==> config.mk <==
export PLATFORM = sky130hd
export DESIGN_NAME = renamer_top
export DESIGN_NICKNAME = d
export VERILOG_FILES = /design/src/design/rename_ctrl_pkg.sv /design/src/design/rename_types_pkg.sv /design/src/design/credit_counter.sv /design/src/design/rename_fsm.sv /design/src/design/rename_map_table.sv /design/src/design/renamer_top.sv /design/src/design/tag_rotator.sv
export VERILOG_INCLUDE_DIRS = /design/src /design/src/include
export SDC_FILE = /design/constraint.sdc
export NUM_CORES = 2
export LEC_CHECK = 0
export BUFFER_PORTS_ARGS = -buffer_cell sky130_fd_sc_hd__buf_2
export CAP_MARGIN = 20
export CORE_MARGIN = 8
export CORE_UTILIZATION = 45
export CTS_CLUSTER_DIAMETER = 100
export CTS_CLUSTER_SIZE = 20
export DETAILED_ROUTE_END_ITERATION = 12
export PLACE_DENSITY_LB_ADDON = 0.2
export REMOVE_ABC_BUFFERS = 1
export SLEW_MARGIN = 20
export SYNTH_ARGS = -nofsm -noshare
export SYNTH_HDL_FRONTEND = slang
export SYNTH_SLANG_ARGS = --single-unit
==> constraint.sdc <==
create_clock -name clk -period 26.2 [get_ports clk]
set_clock_uncertainty 0.15 [all_clocks]
set_input_delay 0 -clock clk [delete_from_list [all_inputs] [get_ports clk]]
set_output_delay 0 -clock clk [all_outputs]
set_load 0.02 [all_outputs]
==> src/include/rename_defs.svh <==
/* Sizing for the renamer slice. RN_BANKS and RN_RING_DEPTH must be powers of two,
   since the tag is the bank number over the ring index with no spare codes */

`ifndef RENAME_DEFS_SVH
`define RENAME_DEFS_SVH

// ==============================
// Architectural state
// ==============================

// Number of architectural registers seen by the front end
`define RN_ARCH_REGS 32

// ==============================
// Physical tag space
// ==============================

// Free-tag banks. The bank number forms the upper tag bits
`define RN_BANKS 4

// Tags held in each bank's ring, which sets the lower tag bits
`define RN_RING_DEPTH 64

// Downstream issue queue slots free at reset
`define RN_CREDITS 4

`endif

==> src/design/rename_ctrl_pkg.sv <==
/* Control encodings for the renamer. Only two opcode classes are modelled,
   so the opcode carries no more than whether a destination is written */

package rename_ctrl_pkg;

	// ==============================
	// Opcode classes
	// ==============================

	// op_write allocates a new destination tag and updates the map
	// op_nowrite only looks up its sources
	typedef enum logic [1:0] {
		op_nowrite = 2'd0,
		op_write   = 2'd1
	} rename_op_e;

	// ==============================
	// Sequencer states
	// ==============================

	// st_init holds off traffic for one cycle after reset
	// st_stall waits for the issue queue to hand back a credit
	typedef enum logic [1:0] {
		st_init  = 2'd0,
		st_run   = 2'd1,
		st_stall = 2'd2
	} rename_state_e;

endpackage

==> src/design/rename_types_pkg.sv <==
/* Data types shared by the renamer and its neighbours. The tag layout is
   bank over ring index, so widths follow the sizing macros directly */

`include "rename_defs.svh"

package rename_types_pkg;

	// Architectural register index
	typedef logic [$clog2(`RN_ARCH_REGS)-1:0] arch_reg_t;

	// Bank number and index within one bank's ring
	typedef logic [$clog2(`RN_BANKS)-1:0] bank_idx_t;
	typedef logic [$clog2(`RN_RING_DEPTH)-1:0] ring_idx_t;

	// Physical tag, 8 bits with the default sizing
	typedef struct packed {
		bank_idx_t bank;
		ring_idx_t idx;
	} phys_tag_t;

	// Rename request from the front end, held until accepted
	typedef struct packed {
		logic                        valid;
		rename_ctrl_pkg::rename_op_e op;
		arch_reg_t                   dst;
		arch_reg_t                   src_a;
		arch_reg_t                   src_b;
	} rename_req_t;

	// Response to the issue queue
	// The mapped bits are low where a register has never been written since reset
	typedef struct packed {
		logic                        valid;
		rename_ctrl_pkg::rename_op_e op;
		phys_tag_t                   new_tag;
		phys_tag_t                   old_tag;
		logic                        old_mapped;
		phys_tag_t                   tag_a;
		logic                        mapped_a;
		phys_tag_t                   tag_b;
		logic                        mapped_b;
	} rename_rsp_t;

endpackage

==> src/design/credit_counter.sv <==
/* Downstream credit tracker. The count starts full and the issue queue must
   never return more credits than it was given */

`include "rename_defs.svh"

module credit_counter (
	input  logic clk,
	input  logic rst,
	input  logic rsp_sent,
	input  logic credit_return,
	output logic have_credit,
	output logic last_credit
);
	localparam int CNT_W = $clog2(`RN_CREDITS + 1);

	// Free slots in the issue queue
	logic [CNT_W-1:0] count;

	always_ff @(posedge clk) begin
		if (rst) begin
			count <= CNT_W'(`RN_CREDITS);
		end else begin
			// A send and a return in the same cycle cancel out
			case ({rsp_sent, credit_return})
				2'b10:   count <= count - 1'b1;
				2'b01:   count <= count + 1'b1;
				default: count <= count;
			endcase
		end
	end

	assign have_credit = (count != '0);

	// A send now would leave nothing unless a credit is coming back this cycle
	assign last_credit = (count == CNT_W'(1)) && !credit_return;

	// The sequencer only sends while holding a credit
	a_no_underflow: assert property (@(posedge clk) disable iff (rst)
		rsp_sent && !credit_return |-> count != '0)
		else $error("credit_counter sent with no credit left");

	// The issue queue never hands back a slot it did not receive
	a_no_overflow: assert property (@(posedge clk) disable iff (rst)
		credit_return && !rsp_sent |-> count < CNT_W'(`RN_CREDITS))
		else $error("credit_counter returned beyond the reset count");

endmodule

==> src/design/rename_fsm.sv <==
/* Rename sequencer. One request per cycle, response one cycle after accept.
   Banks are taken round robin, which needs RN_BANKS to be a power of two */

`include "rename_defs.svh"

module rename_fsm (
	input  logic                          clk,
	input  logic                          rst,
	input  rename_types_pkg::rename_req_t req,
	output logic                          ready,
	output rename_types_pkg::rename_rsp_t rsp,
	output rename_types_pkg::arch_reg_t   rd_a,
	output rename_types_pkg::arch_reg_t   rd_b,
	output rename_types_pkg::arch_reg_t   rd_d,
	input  rename_types_pkg::phys_tag_t   tag_a,
	input  rename_types_pkg::phys_tag_t   tag_b,
	input  rename_types_pkg::phys_tag_t   tag_d,
	input  logic                          mapped_a,
	input  logic                          mapped_b,
	input  logic                          mapped_d,
	output logic                          wr_en,
	output rename_types_pkg::arch_reg_t   wr_reg,
	output rename_types_pkg::phys_tag_t   wr_tag,
	input  rename_types_pkg::phys_tag_t   heads [`RN_BANKS],
	output logic [`RN_BANKS-1:0]          rot_en,
	output logic                          rsp_sent,
	input  logic                          have_credit,
	input  logic                          last_credit
);
	import rename_types_pkg::*;
	import rename_ctrl_pkg::*;

	localparam int BANKS = `RN_BANKS;

	rename_state_e state;
	rename_state_e state_nxt;
	bank_idx_t bank_ptr;
	logic accept;
	logic is_write;
	phys_tag_t head_sel;

	// ==============================
	// Handshake and steering
	// ==============================

	// Run state implies at least one credit is held
	assign ready    = (state == st_run);
	assign accept   = req.valid && ready;
	assign is_write = (req.op == op_write);
	assign head_sel = heads[bank_ptr];

	// Map lookups come straight from the held request
	assign rd_a = req.src_a;
	assign rd_b = req.src_b;
	assign rd_d = req.dst;

	// Writing instructions claim the pointed bank's head tag
	assign wr_en  = accept && is_write;
	assign wr_reg = req.dst;
	assign wr_tag = head_sel;
	assign rot_en = wr_en ? (BANKS'(1) << bank_ptr) : '0;

	// The credit is taken at accept, ahead of the registered response
	assign rsp_sent = accept;

	always_comb begin
		state_nxt = state;
		case (state)
			st_init:  state_nxt = st_run;
			st_run:   if (accept && last_credit) state_nxt = st_stall;
			st_stall: if (have_credit) state_nxt = st_run;
			default:  state_nxt = st_init;
		endcase
	end

	// ==============================
	// State and response register
	// ==============================

	always_ff @(posedge clk) begin
		if (rst) begin
			state     <= st_init;
			bank_ptr  <= '0;
			rsp.valid <= 1'b0;
		end else begin
			state     <= state_nxt;
			rsp.valid <= accept;
			// Pointer wraps naturally at the bank count
			if (wr_en) begin
				bank_ptr <= bank_ptr + 1'b1;
			end
			if (accept) begin
				rsp.op         <= req.op;
				rsp.new_tag    <= is_write ? head_sel : '0;
				// Old destination is reported for both opcode classes
				rsp.old_tag    <= tag_d;
				rsp.old_mapped <= mapped_d;
				rsp.tag_a      <= tag_a;
				rsp.mapped_a   <= mapped_a;
				rsp.tag_b      <= tag_b;
				rsp.mapped_b   <= mapped_b;
			end
		end
	end

	// Only one bank may give up a tag per cycle, and it must be the bank the tag came from
	a_rot_onehot: assert property (@(posedge clk)
		$onehot0(rot_en) && (!wr_en || rot_en[wr_tag.bank]))
		else $error("rename_fsm rot_en %b does not match the tag bank", rot_en);

endmodule

==> src/design/rename_map_table.sv <==
/* Architectural to physical map with three read ports and one write port.
   Reads are combinational and return the pre-write value in a write cycle */

`include "rename_defs.svh"

module rename_map_table (
	input  logic                        clk,
	input  logic                        rst,
	input  rename_types_pkg::arch_reg_t rd_a,
	input  rename_types_pkg::arch_reg_t rd_b,
	input  rename_types_pkg::arch_reg_t rd_d,
	output rename_types_pkg::phys_tag_t tag_a,
	output rename_types_pkg::phys_tag_t tag_b,
	output rename_types_pkg::phys_tag_t tag_d,
	output logic                        mapped_a,
	output logic                        mapped_b,
	output logic                        mapped_d,
	input  logic                        wr_en,
	input  rename_types_pkg::arch_reg_t wr_reg,
	input  rename_types_pkg::phys_tag_t wr_tag
);
	import rename_types_pkg::*;

	localparam int REGS = `RN_ARCH_REGS;

	// Current physical tag per architectural register
	phys_tag_t map_tag [REGS];

	// Set once a register has been given a tag since reset
	logic [REGS-1:0] map_valid;

	// ==============================
	// Write port
	// ==============================

	// Tag storage. A stale tag is harmless while its mapped bit is low
	always_ff @(posedge clk) begin
		if (wr_en) begin
			map_tag[wr_reg] <= wr_tag;
		end
	end

	// Mapped bits start clear so no entry aliases a tag still in a ring
	always_ff @(posedge clk) begin
		if (rst) begin
			map_valid <= '0;
		end else if (wr_en) begin
			map_valid[wr_reg] <= 1'b1;
		end
	end

	// ==============================
	// Read ports
	// ==============================

	// Sources for the request being renamed
	assign tag_a    = map_tag[rd_a];
	assign mapped_a = map_valid[rd_a];
	assign tag_b    = map_tag[rd_b];
	assign mapped_b = map_valid[rd_b];

	// Destination lookup yields the tag being displaced
	assign tag_d    = map_tag[rd_d];
	assign mapped_d = map_valid[rd_d];

endmodule

==> src/design/renamer_top.sv <==
/* Single-wide register renamer. Tags recycle by ring rotation only, so
   in-order retirement with fewer than 256 tags in flight is assumed */

`include "rename_defs.svh"

module renamer_top (
	input  logic                          clk,
	input  logic                          rst,
	input  rename_types_pkg::rename_req_t req,
	output logic                          ready,
	output rename_types_pkg::rename_rsp_t rsp,
	input  logic                          credit_return
);
	import rename_types_pkg::*;

	// Map table lookups and update
	arch_reg_t rd_a;
	arch_reg_t rd_b;
	arch_reg_t rd_d;
	phys_tag_t tag_a;
	phys_tag_t tag_b;
	phys_tag_t tag_d;
	logic mapped_a;
	logic mapped_b;
	logic mapped_d;
	logic wr_en;
	arch_reg_t wr_reg;
	phys_tag_t wr_tag;

	// Free-tag banks
	phys_tag_t heads [`RN_BANKS];
	logic [`RN_BANKS-1:0] rot_en;

	// Credit handshake
	logic rsp_sent;
	logic have_credit;
	logic last_credit;

	rename_fsm i_fsm (
		.clk         (clk),
		.rst         (rst),
		.req         (req),
		.ready       (ready),
		.rsp         (rsp),
		.rd_a        (rd_a),
		.rd_b        (rd_b),
		.rd_d        (rd_d),
		.tag_a       (tag_a),
		.tag_b       (tag_b),
		.tag_d       (tag_d),
		.mapped_a    (mapped_a),
		.mapped_b    (mapped_b),
		.mapped_d    (mapped_d),
		.wr_en       (wr_en),
		.wr_reg      (wr_reg),
		.wr_tag      (wr_tag),
		.heads       (heads),
		.rot_en      (rot_en),
		.rsp_sent    (rsp_sent),
		.have_credit (have_credit),
		.last_credit (last_credit)
	);

	credit_counter i_credit (
		.clk           (clk),
		.rst           (rst),
		.rsp_sent      (rsp_sent),
		.credit_return (credit_return),
		.have_credit   (have_credit),
		.last_credit   (last_credit)
	);

	rename_map_table i_map (
		.clk      (clk),
		.rst      (rst),
		.rd_a     (rd_a),
		.rd_b     (rd_b),
		.rd_d     (rd_d),
		.tag_a    (tag_a),
		.tag_b    (tag_b),
		.tag_d    (tag_d),
		.mapped_a (mapped_a),
		.mapped_b (mapped_b),
		.mapped_d (mapped_d),
		.wr_en    (wr_en),
		.wr_reg   (wr_reg),
		.wr_tag   (wr_tag)
	);

	// One ring per bank, bank number baked into each head tag
	for (genvar b = 0; b < `RN_BANKS; b++) begin : g_bank
		tag_rotator #(
			.bank_id (b)
		) i_rot (
			.clk  (clk),
			.rst  (rst),
			.rot  (rot_en[b]),
			.head (heads[b])
		);
	end

endmodule

==> src/design/tag_rotator.sv <==
/* One bank's free-tag ring. Tags are never returned; the ring simply wraps,
   so reuse is safe only while fewer than the full tag space is in flight */

`include "rename_defs.svh"

module tag_rotator #(
	parameter int bank_id = 0
) (
	input  logic                        clk,
	input  logic                        rst,
	input  logic                        rot,
	output rename_types_pkg::phys_tag_t head
);
	import rename_types_pkg::*;

	localparam int DEPTH = `RN_RING_DEPTH;

	// Ring of indices, entry 0 is the next tag handed out
	ring_idx_t ring [DEPTH];

	// ==============================
	// Ring storage
	// ==============================

	always_ff @(posedge clk) begin
		if (rst) begin
			// Identity load, so the bank yields 0,1,2,... after reset
			for (int i = 0; i < DEPTH; i++) begin
				ring[i] <= ring_idx_t'(i);
			end
		end else if (rot) begin
			// Shift toward the head and wrap the consumed index to the tail
			for (int i = 0; i < DEPTH - 1; i++) begin
				ring[i] <= ring[i+1];
			end
			ring[DEPTH-1] <= ring[0];
		end
	end

	// Head tag carries this bank's number in its upper bits
	assign head = '{bank: bank_idx_t'(bank_id), idx: ring[0]};

	// ==============================
	// Checks
	// ==============================

	// The sequencer must not consume a tag while the ring is being reloaded
	a_no_rot_in_reset: assert property (@(posedge clk) rst |-> !rot)
		else $error("tag_rotator %0d rotated during reset", bank_id);

endmodule

Word level (Yosys, flattened, before mapping). Memory sizes are Yosys's and may differ from the RTL's. A register that Yosys moved wholly into a read port is not among the register bits. Cells that the tools add are included.

Bits in latches: 0. Input bits: 21. Memories kept: 5. Register bits: 53. Logic and storage cells: 591. Output and inout port bits: 39. Bits in writable memories: 1792. Memory bits (read-only): 0.

Order comparisons: 5. Reductions and logical operators: 11. Div/mod/pow operators: 0. Shift operators: 1. Add/subtract/negate cells: 3. Multipliers: 0. Equal/unequal tests: 8. Bitwise operators: 259. Mux-type cells: 288.

Memories: g_bank[0].i_rot.ring (depth 64, width 6, rd ports 64, clocked after memory_dff 0, wr ports 64, RTL line tag_rotator.sv:19) `ring_idx_t ring [DEPTH];`; g_bank[1].i_rot.ring (depth 64, width 6, rd ports 64, clocked after memory_dff 0, wr ports 64, RTL line tag_rotator.sv:19); g_bank[2].i_rot.ring (depth 64, width 6, rd ports 64, clocked after memory_dff 0, wr ports 64, RTL line tag_rotator.sv:19); g_bank[3].i_rot.ring (depth 64, width 6, rd ports 64, clocked after memory_dff 0, wr ports 64, RTL line tag_rotator.sv:19); i_map.map_tag (depth 32, width 8, rd ports 3, clocked after memory_dff 3, wr ports 1, RTL line rename_map_table.sv:27) `phys_tag_t map_tag [REGS];`.

Operators by type and width (number): 6-bit two-way mux (256); 1-bit bitwise OR (256); 32-bit bitwise OR (1); 1-bit two-way mux (20); 5-bit by 6-bit < comparator with 1-bit output (second input constant) (3); 8-bit binary-select mux with 2-bit select (1); 8-bit two-way mux (2); 1-bit binary-select mux with 5-bit select (3); 2-bit by 1-bit == test with 1-bit output (second input constant) (3); 2-bit case mux with 3 select lines (1); 3-bit case mux with 2 select lines (1); 1-bit demux with 5-bit select (1); 5-bit by 1-bit >= comparator with 1-bit output (second input constant) (1); 1-bit logical AND (5); 2-bit == test (second input constant) (2); 2-bit two-way mux (2); 4-bit two-way mux (1); 2-bit inequality test (second input constant) (2); 2-bit AND reduction (2); 1-bit by 2-bit << shifter with 4-bit output (first input constant) (1); 3-bit by 1-bit adder with 3-bit output (second input constant) (1); 3-bit by 1-bit == test with 1-bit output (second input constant) (1); 3-bit >= comparator (second input constant) (1); 2-bit NOT with 3-bit output (1); 7 further kinds (7).

Depth between registers and ports, before layout.
Word-level depth: 8. Mapped depth: 8. Depth with buffers taken out: 7.

Modules after synthesis. From an unflattened synthesis, not the netlist that was laid out.

Cell total of the unflattened synthesis: 4291. Area, all modules: 77090.2 sq um.

Modules (own cells, without submodules): tag_rotator (g_bank[1].i_rot ...) (area each 14844.2 sq um, cells an instance 844, times used 2, sequential area each 11531.1 sq um); tag_rotator (g_bank[0].i_rot ...) (area each 14840.5 sq um, cells an instance 843, times used 2, sequential area each 11531.1 sq um); rename_map_table (area each 15682.5 sq um, cells an instance 782, times used 1, sequential area each 8328.0 sq um); rename_fsm (area each 1826.8 sq um, cells an instance 113, times used 1, sequential area each 1211.2 sq um); credit_counter (area each 211.5 sq um, cells an instance 22, times used 1, sequential area each 60.1 sq um).

Least setup slack after synthesis. OpenSTA, ideal clock, no wires.

Kind: register -> register. Start point: register i_fsm.bank_ptr[0]. End point: memory g_bank[2].i_rot.ring[0][0] (netlist bit), enable pin. Path buffers: 2. Cell stages (with the launch flop): 6. Setup slack: 16171 ps. Data required time: 25303 ps. Clock period less this slack: 10029 ps. Arrival: 9132 ps. Setup time: 747 ps. Path through: dfxtp_1 -> clkbuf_1 -> inv_1 -> ha_1 -> clkbuf_1 -> a21o_1.

RTL lines: from (decl) (RTL line rename_fsm.sv:37) `bank_idx_t bank_ptr;`; from (signal assigned) (RTL line rename_fsm.sv:90) `bank_ptr <= bank_ptr + 1'b1;`; to (decl) (RTL line tag_rotator.sv:19).

==> results.ini <==
[place]
dp_hpwl_um = 69600
port_buffers = 59
gp_congestion = 0.770
dp_slack_ns = 21.01

[hold_path]
holdCritStartpoint = req[17]
min_delay_path_depth = 5
holdPathEnd = i_fsm.state[0]
hold_path_class = input port to flop

[logic_synthesis]
synth_xor_xnor_area_share = 0.000356
yosys.area_share.simple = 0.139
synth-compound-area-share = 0.00673
ys_ff_latch = 1869
synth_cell_type_count = 39
synthCells = 4217
avgSynthCellArea_sq_um = 17.5
synth_top_family_by_area = simple AND/OR/NAND/NOR gates
synthFlopType = edfxtp_1
syn_area_sq_um = 73900
ys_seq_area_frac = 0.755
synth_edf_count = 1829
ys_async_sr_fraction = 0
synthMuxAreaShare = 0.0816
synth_fa_ha_area_frac = 0.00152
synth_warnings = 0

[timing]
max_freq_mhz = 192
drv_slew = 0
setup_viol = 0
worst_slack_ns = 20.99
tns_ns = 0
fin_crit_ns = 5.21
hold_viol = 0
slew-limit-headroom = 0.240
fin_crit_sh = 0.199
rsz0062_at_grt = no
tightest_slew_ns = 1.14

[final_layout]
area_growth_pct = 7.64
finalNetCount = 4194
antennaDiodeCount = 0
n_fill_cell = 13532
drive_gt1_frac = 0.235

[setup_path]
critical_path_arrival_ns = 5.39
reg2regPathDepth = 8
crit_type = flop to flop
r2r_end = g_bank[1].i_rot.ring[1][174]
required_ns = 26.38
cp-end-kind = flop
timing.rr.start = i_fsm.state[0]
critPathLaunchType = flop
path_max_fanout = 83
ff2ff_setup_slack_ns = 20.99

[grt]
grt_pass1_vias = 33856
grtUsageTotal = 0.145
grt.overflow.total = 0
grt_start_max_net_pins = 224
grt_pass1_wl_um = 207000
antenna_found_initial = 1

[floorplanning]
start_util = 0.453
core_area_sq_um = 163000
die_h_um = 421
pin_count = 60
die_area_sq_um = 177000
dieWidth_um = 421
fp-row-count = 148

[cts]
cts.sinks = 1869
cts_tree = built
clk_path_buf_depth = 3
cts.root.buffer_cell = clkbuf_16
clk_latency_ns = 0.73
cts_buffers = 103
clk_pin_slew_ns = 0.09
cts-htree-levels = 3

[outcome]
outcome = finished clean

[route]
drcViolationCount = 0
firstDrtPassIters = 5
drt-initial-drc-count = 3664
drtAntennaViolNets = 0
vias = 34395
viasPerCell = 5.40
wire_per_inst_um = 20.8
routed_wl_um = 132000

[power]
power_density_nw_per_um2 = 66.3
power_leakage_nw = 25.6
ir_drop_mv = 0.0551

[job]
maxCapViolations = 0

==> synth_stat cells (19+ instances only) <==
cell type / number / area share
edfxtp_1: 1829 / 0.74
nor2b_1: 286 / 0.024
nand2b_1: 314 / 0.027
mux4_2: 258 / 0.079
nor2_1: 81 / 0.0041
dfxtp_1: 40 / 0.011
or2b_1: 19 / 0.0019
clkbuf_1: 266 / 0.014
a21oi_1: 37 / 0.0025
and3_1: 485 / 0.041
or2_2: 438 / 0.037
a22oi_1: 36 / 0.0037
==> worst max path at each step <==
stage               cells past startpoint                            to      startpoint  slack (ns)
floorplan                               5   g_bank[2].i_rot.ring[0][42]  i_fsm.state[0]        6.36
global placement                        8  g_bank[1].i_rot.ring[1][179]  i_fsm.state[0]       21.14
detailed placement                      8  g_bank[1].i_rot.ring[0][150]  i_fsm.state[0]       21.01
CTS                                     8  g_bank[1].i_rot.ring[1][136]  i_fsm.state[0]       20.99
global route                            8  g_bank[1].i_rot.ring[1][130]  i_fsm.state[0]       20.64
finish                                  8  g_bank[1].i_rot.ring[1][174]  i_fsm.state[0]       20.99
==> cell usage in the layout (no fill, tap or decap), types with 3 or more instances in the layout <==
| master | netlist | layout |
|---|---|---|
| nand2_1 | 4 | 4 |
| and2_1 | 12 | 8 |
| edfxtp_1 | 1829 | 1829 |
| ha_1 | 9 | 5 |
| buf_2 | 16 | 55 |
| nand4_1 | 9 | 9 |
| clkbuf_1 | 266 | 21 |
| nor2b_1 | 286 | 286 |
| mux4_2 | 258 | 258 |
| a22oi_1 | 36 | 36 |
| a21oi_1 | 37 | 37 |
| mux2_2 | 18 | 18 |
| buf_4 | 4 | 60 |
| nand2b_1 | 314 | 314 |
| or2_2 | 438 | 438 |
| and2_2 | 0 | 4 |
| inv_16 | 0 | 3 |
| dlygate4sd3_1 | 0 | 21 |
| nor2_1 | 81 | 64 |
| inv_1 | 6 | 6 |
| dfxtp_1 | 40 | 40 |
| a21o_4 | 0 | 4 |
| nor2_2 | 0 | 16 |
| buf_6 | 0 | 3 |
| or2b_1 | 19 | 19 |
| clkbuf_16 | 0 | 104 |
| nand3_1 | 3 | 3 |
| buf_12 | 0 | 5 |
| and3_1 | 485 | 485 |
==> cell families after synthesis <==
group	after synthesis
DFF	1869
buffers and inverters	311
and+or+nand+nor	1669
adders and majority gates	9
AOI/OAI and AO/OA	79
muxes	277
xor gates and xnor gates	3
==> through the flow <==
| stage | cell area (sq um) | cells | hold slack, ns | utilization | power (mW) |
|---|---|---|---|---|---|
| global route | 79500 | 6367 | 0.0929 | 0.488 | 5.46 |
| CTS | 79400 | 6365 | 0.0191 | 0.488 | 5.34 |
| global placement | 76400 | 6211 | 0.0529 | 0.469 | 3.68 |
| finish | 79500 | 6367 | 0.0955 | 0.488 | 5.27 |
| floorplan | 72700 | 3913 | -0.0776 | - | 3.61 |
| detailed placement | 76400 | 6211 | 0.0570 | 0.469 | 3.68 |
==> registers in the layout, summed over array words and instances (netlist names) <==
signal	count
g_bank.i_rot.ring	1536
i_credit.count	3
i_fsm.bank_ptr	2
i_fsm.rsp	38
i_fsm.state	2
i_map.map_tag	256
i_map.map_valid	32
==> metal layers <==
metal | share of wire | vias to the layer above | GRT usage
met5 | 0 | - | 0
met3 | 0.050 | 159 | 0.0232
met2 | 0.45 | 758 | 0.214
li1 | - | 15607 | -
met4 | 0.023 | 0 | 0.0403
met1 | 0.48 | 17871 | 0.224
==> report_power, final <==
part	switching (mW)	internal [mW]	total (mW)
Clock	0.922	0.738	1.66
Sequential	0.0208	3.36	3.38
Combinational	0.145	0.0816	0.226
==> cell type report <==
class,count,area (sq um),share of cell area
sequential,1869,55700,0.701
clock inverter,8,175,0.00220
timing repair buffer,146,1110,0.0140
tap,2175,2720,0.0342
clock buffer,125,2680,0.0337
multi-input combinational,2037,17100,0.215
inverter,7,26.3,0.000331
==> repair_timing <==
item,in CTS,in global routing
hold buffers,21,0
endpoints found under the hold margin,433,0
buffers inserted,0,0
resized for setup,0,0
==> critical path, cell delays in order, from the launching register on <==
cell,delay [ns]
dfxtp_1,0.39
and3b_1,0.30
clkinv_1,0.34
nor2_1,0.35
buf_4,0.26
a21o_4,0.34
buf_4,0.75
buf_4,0.81
buf_4,0.91
Power figures use the tool's default switching activity.
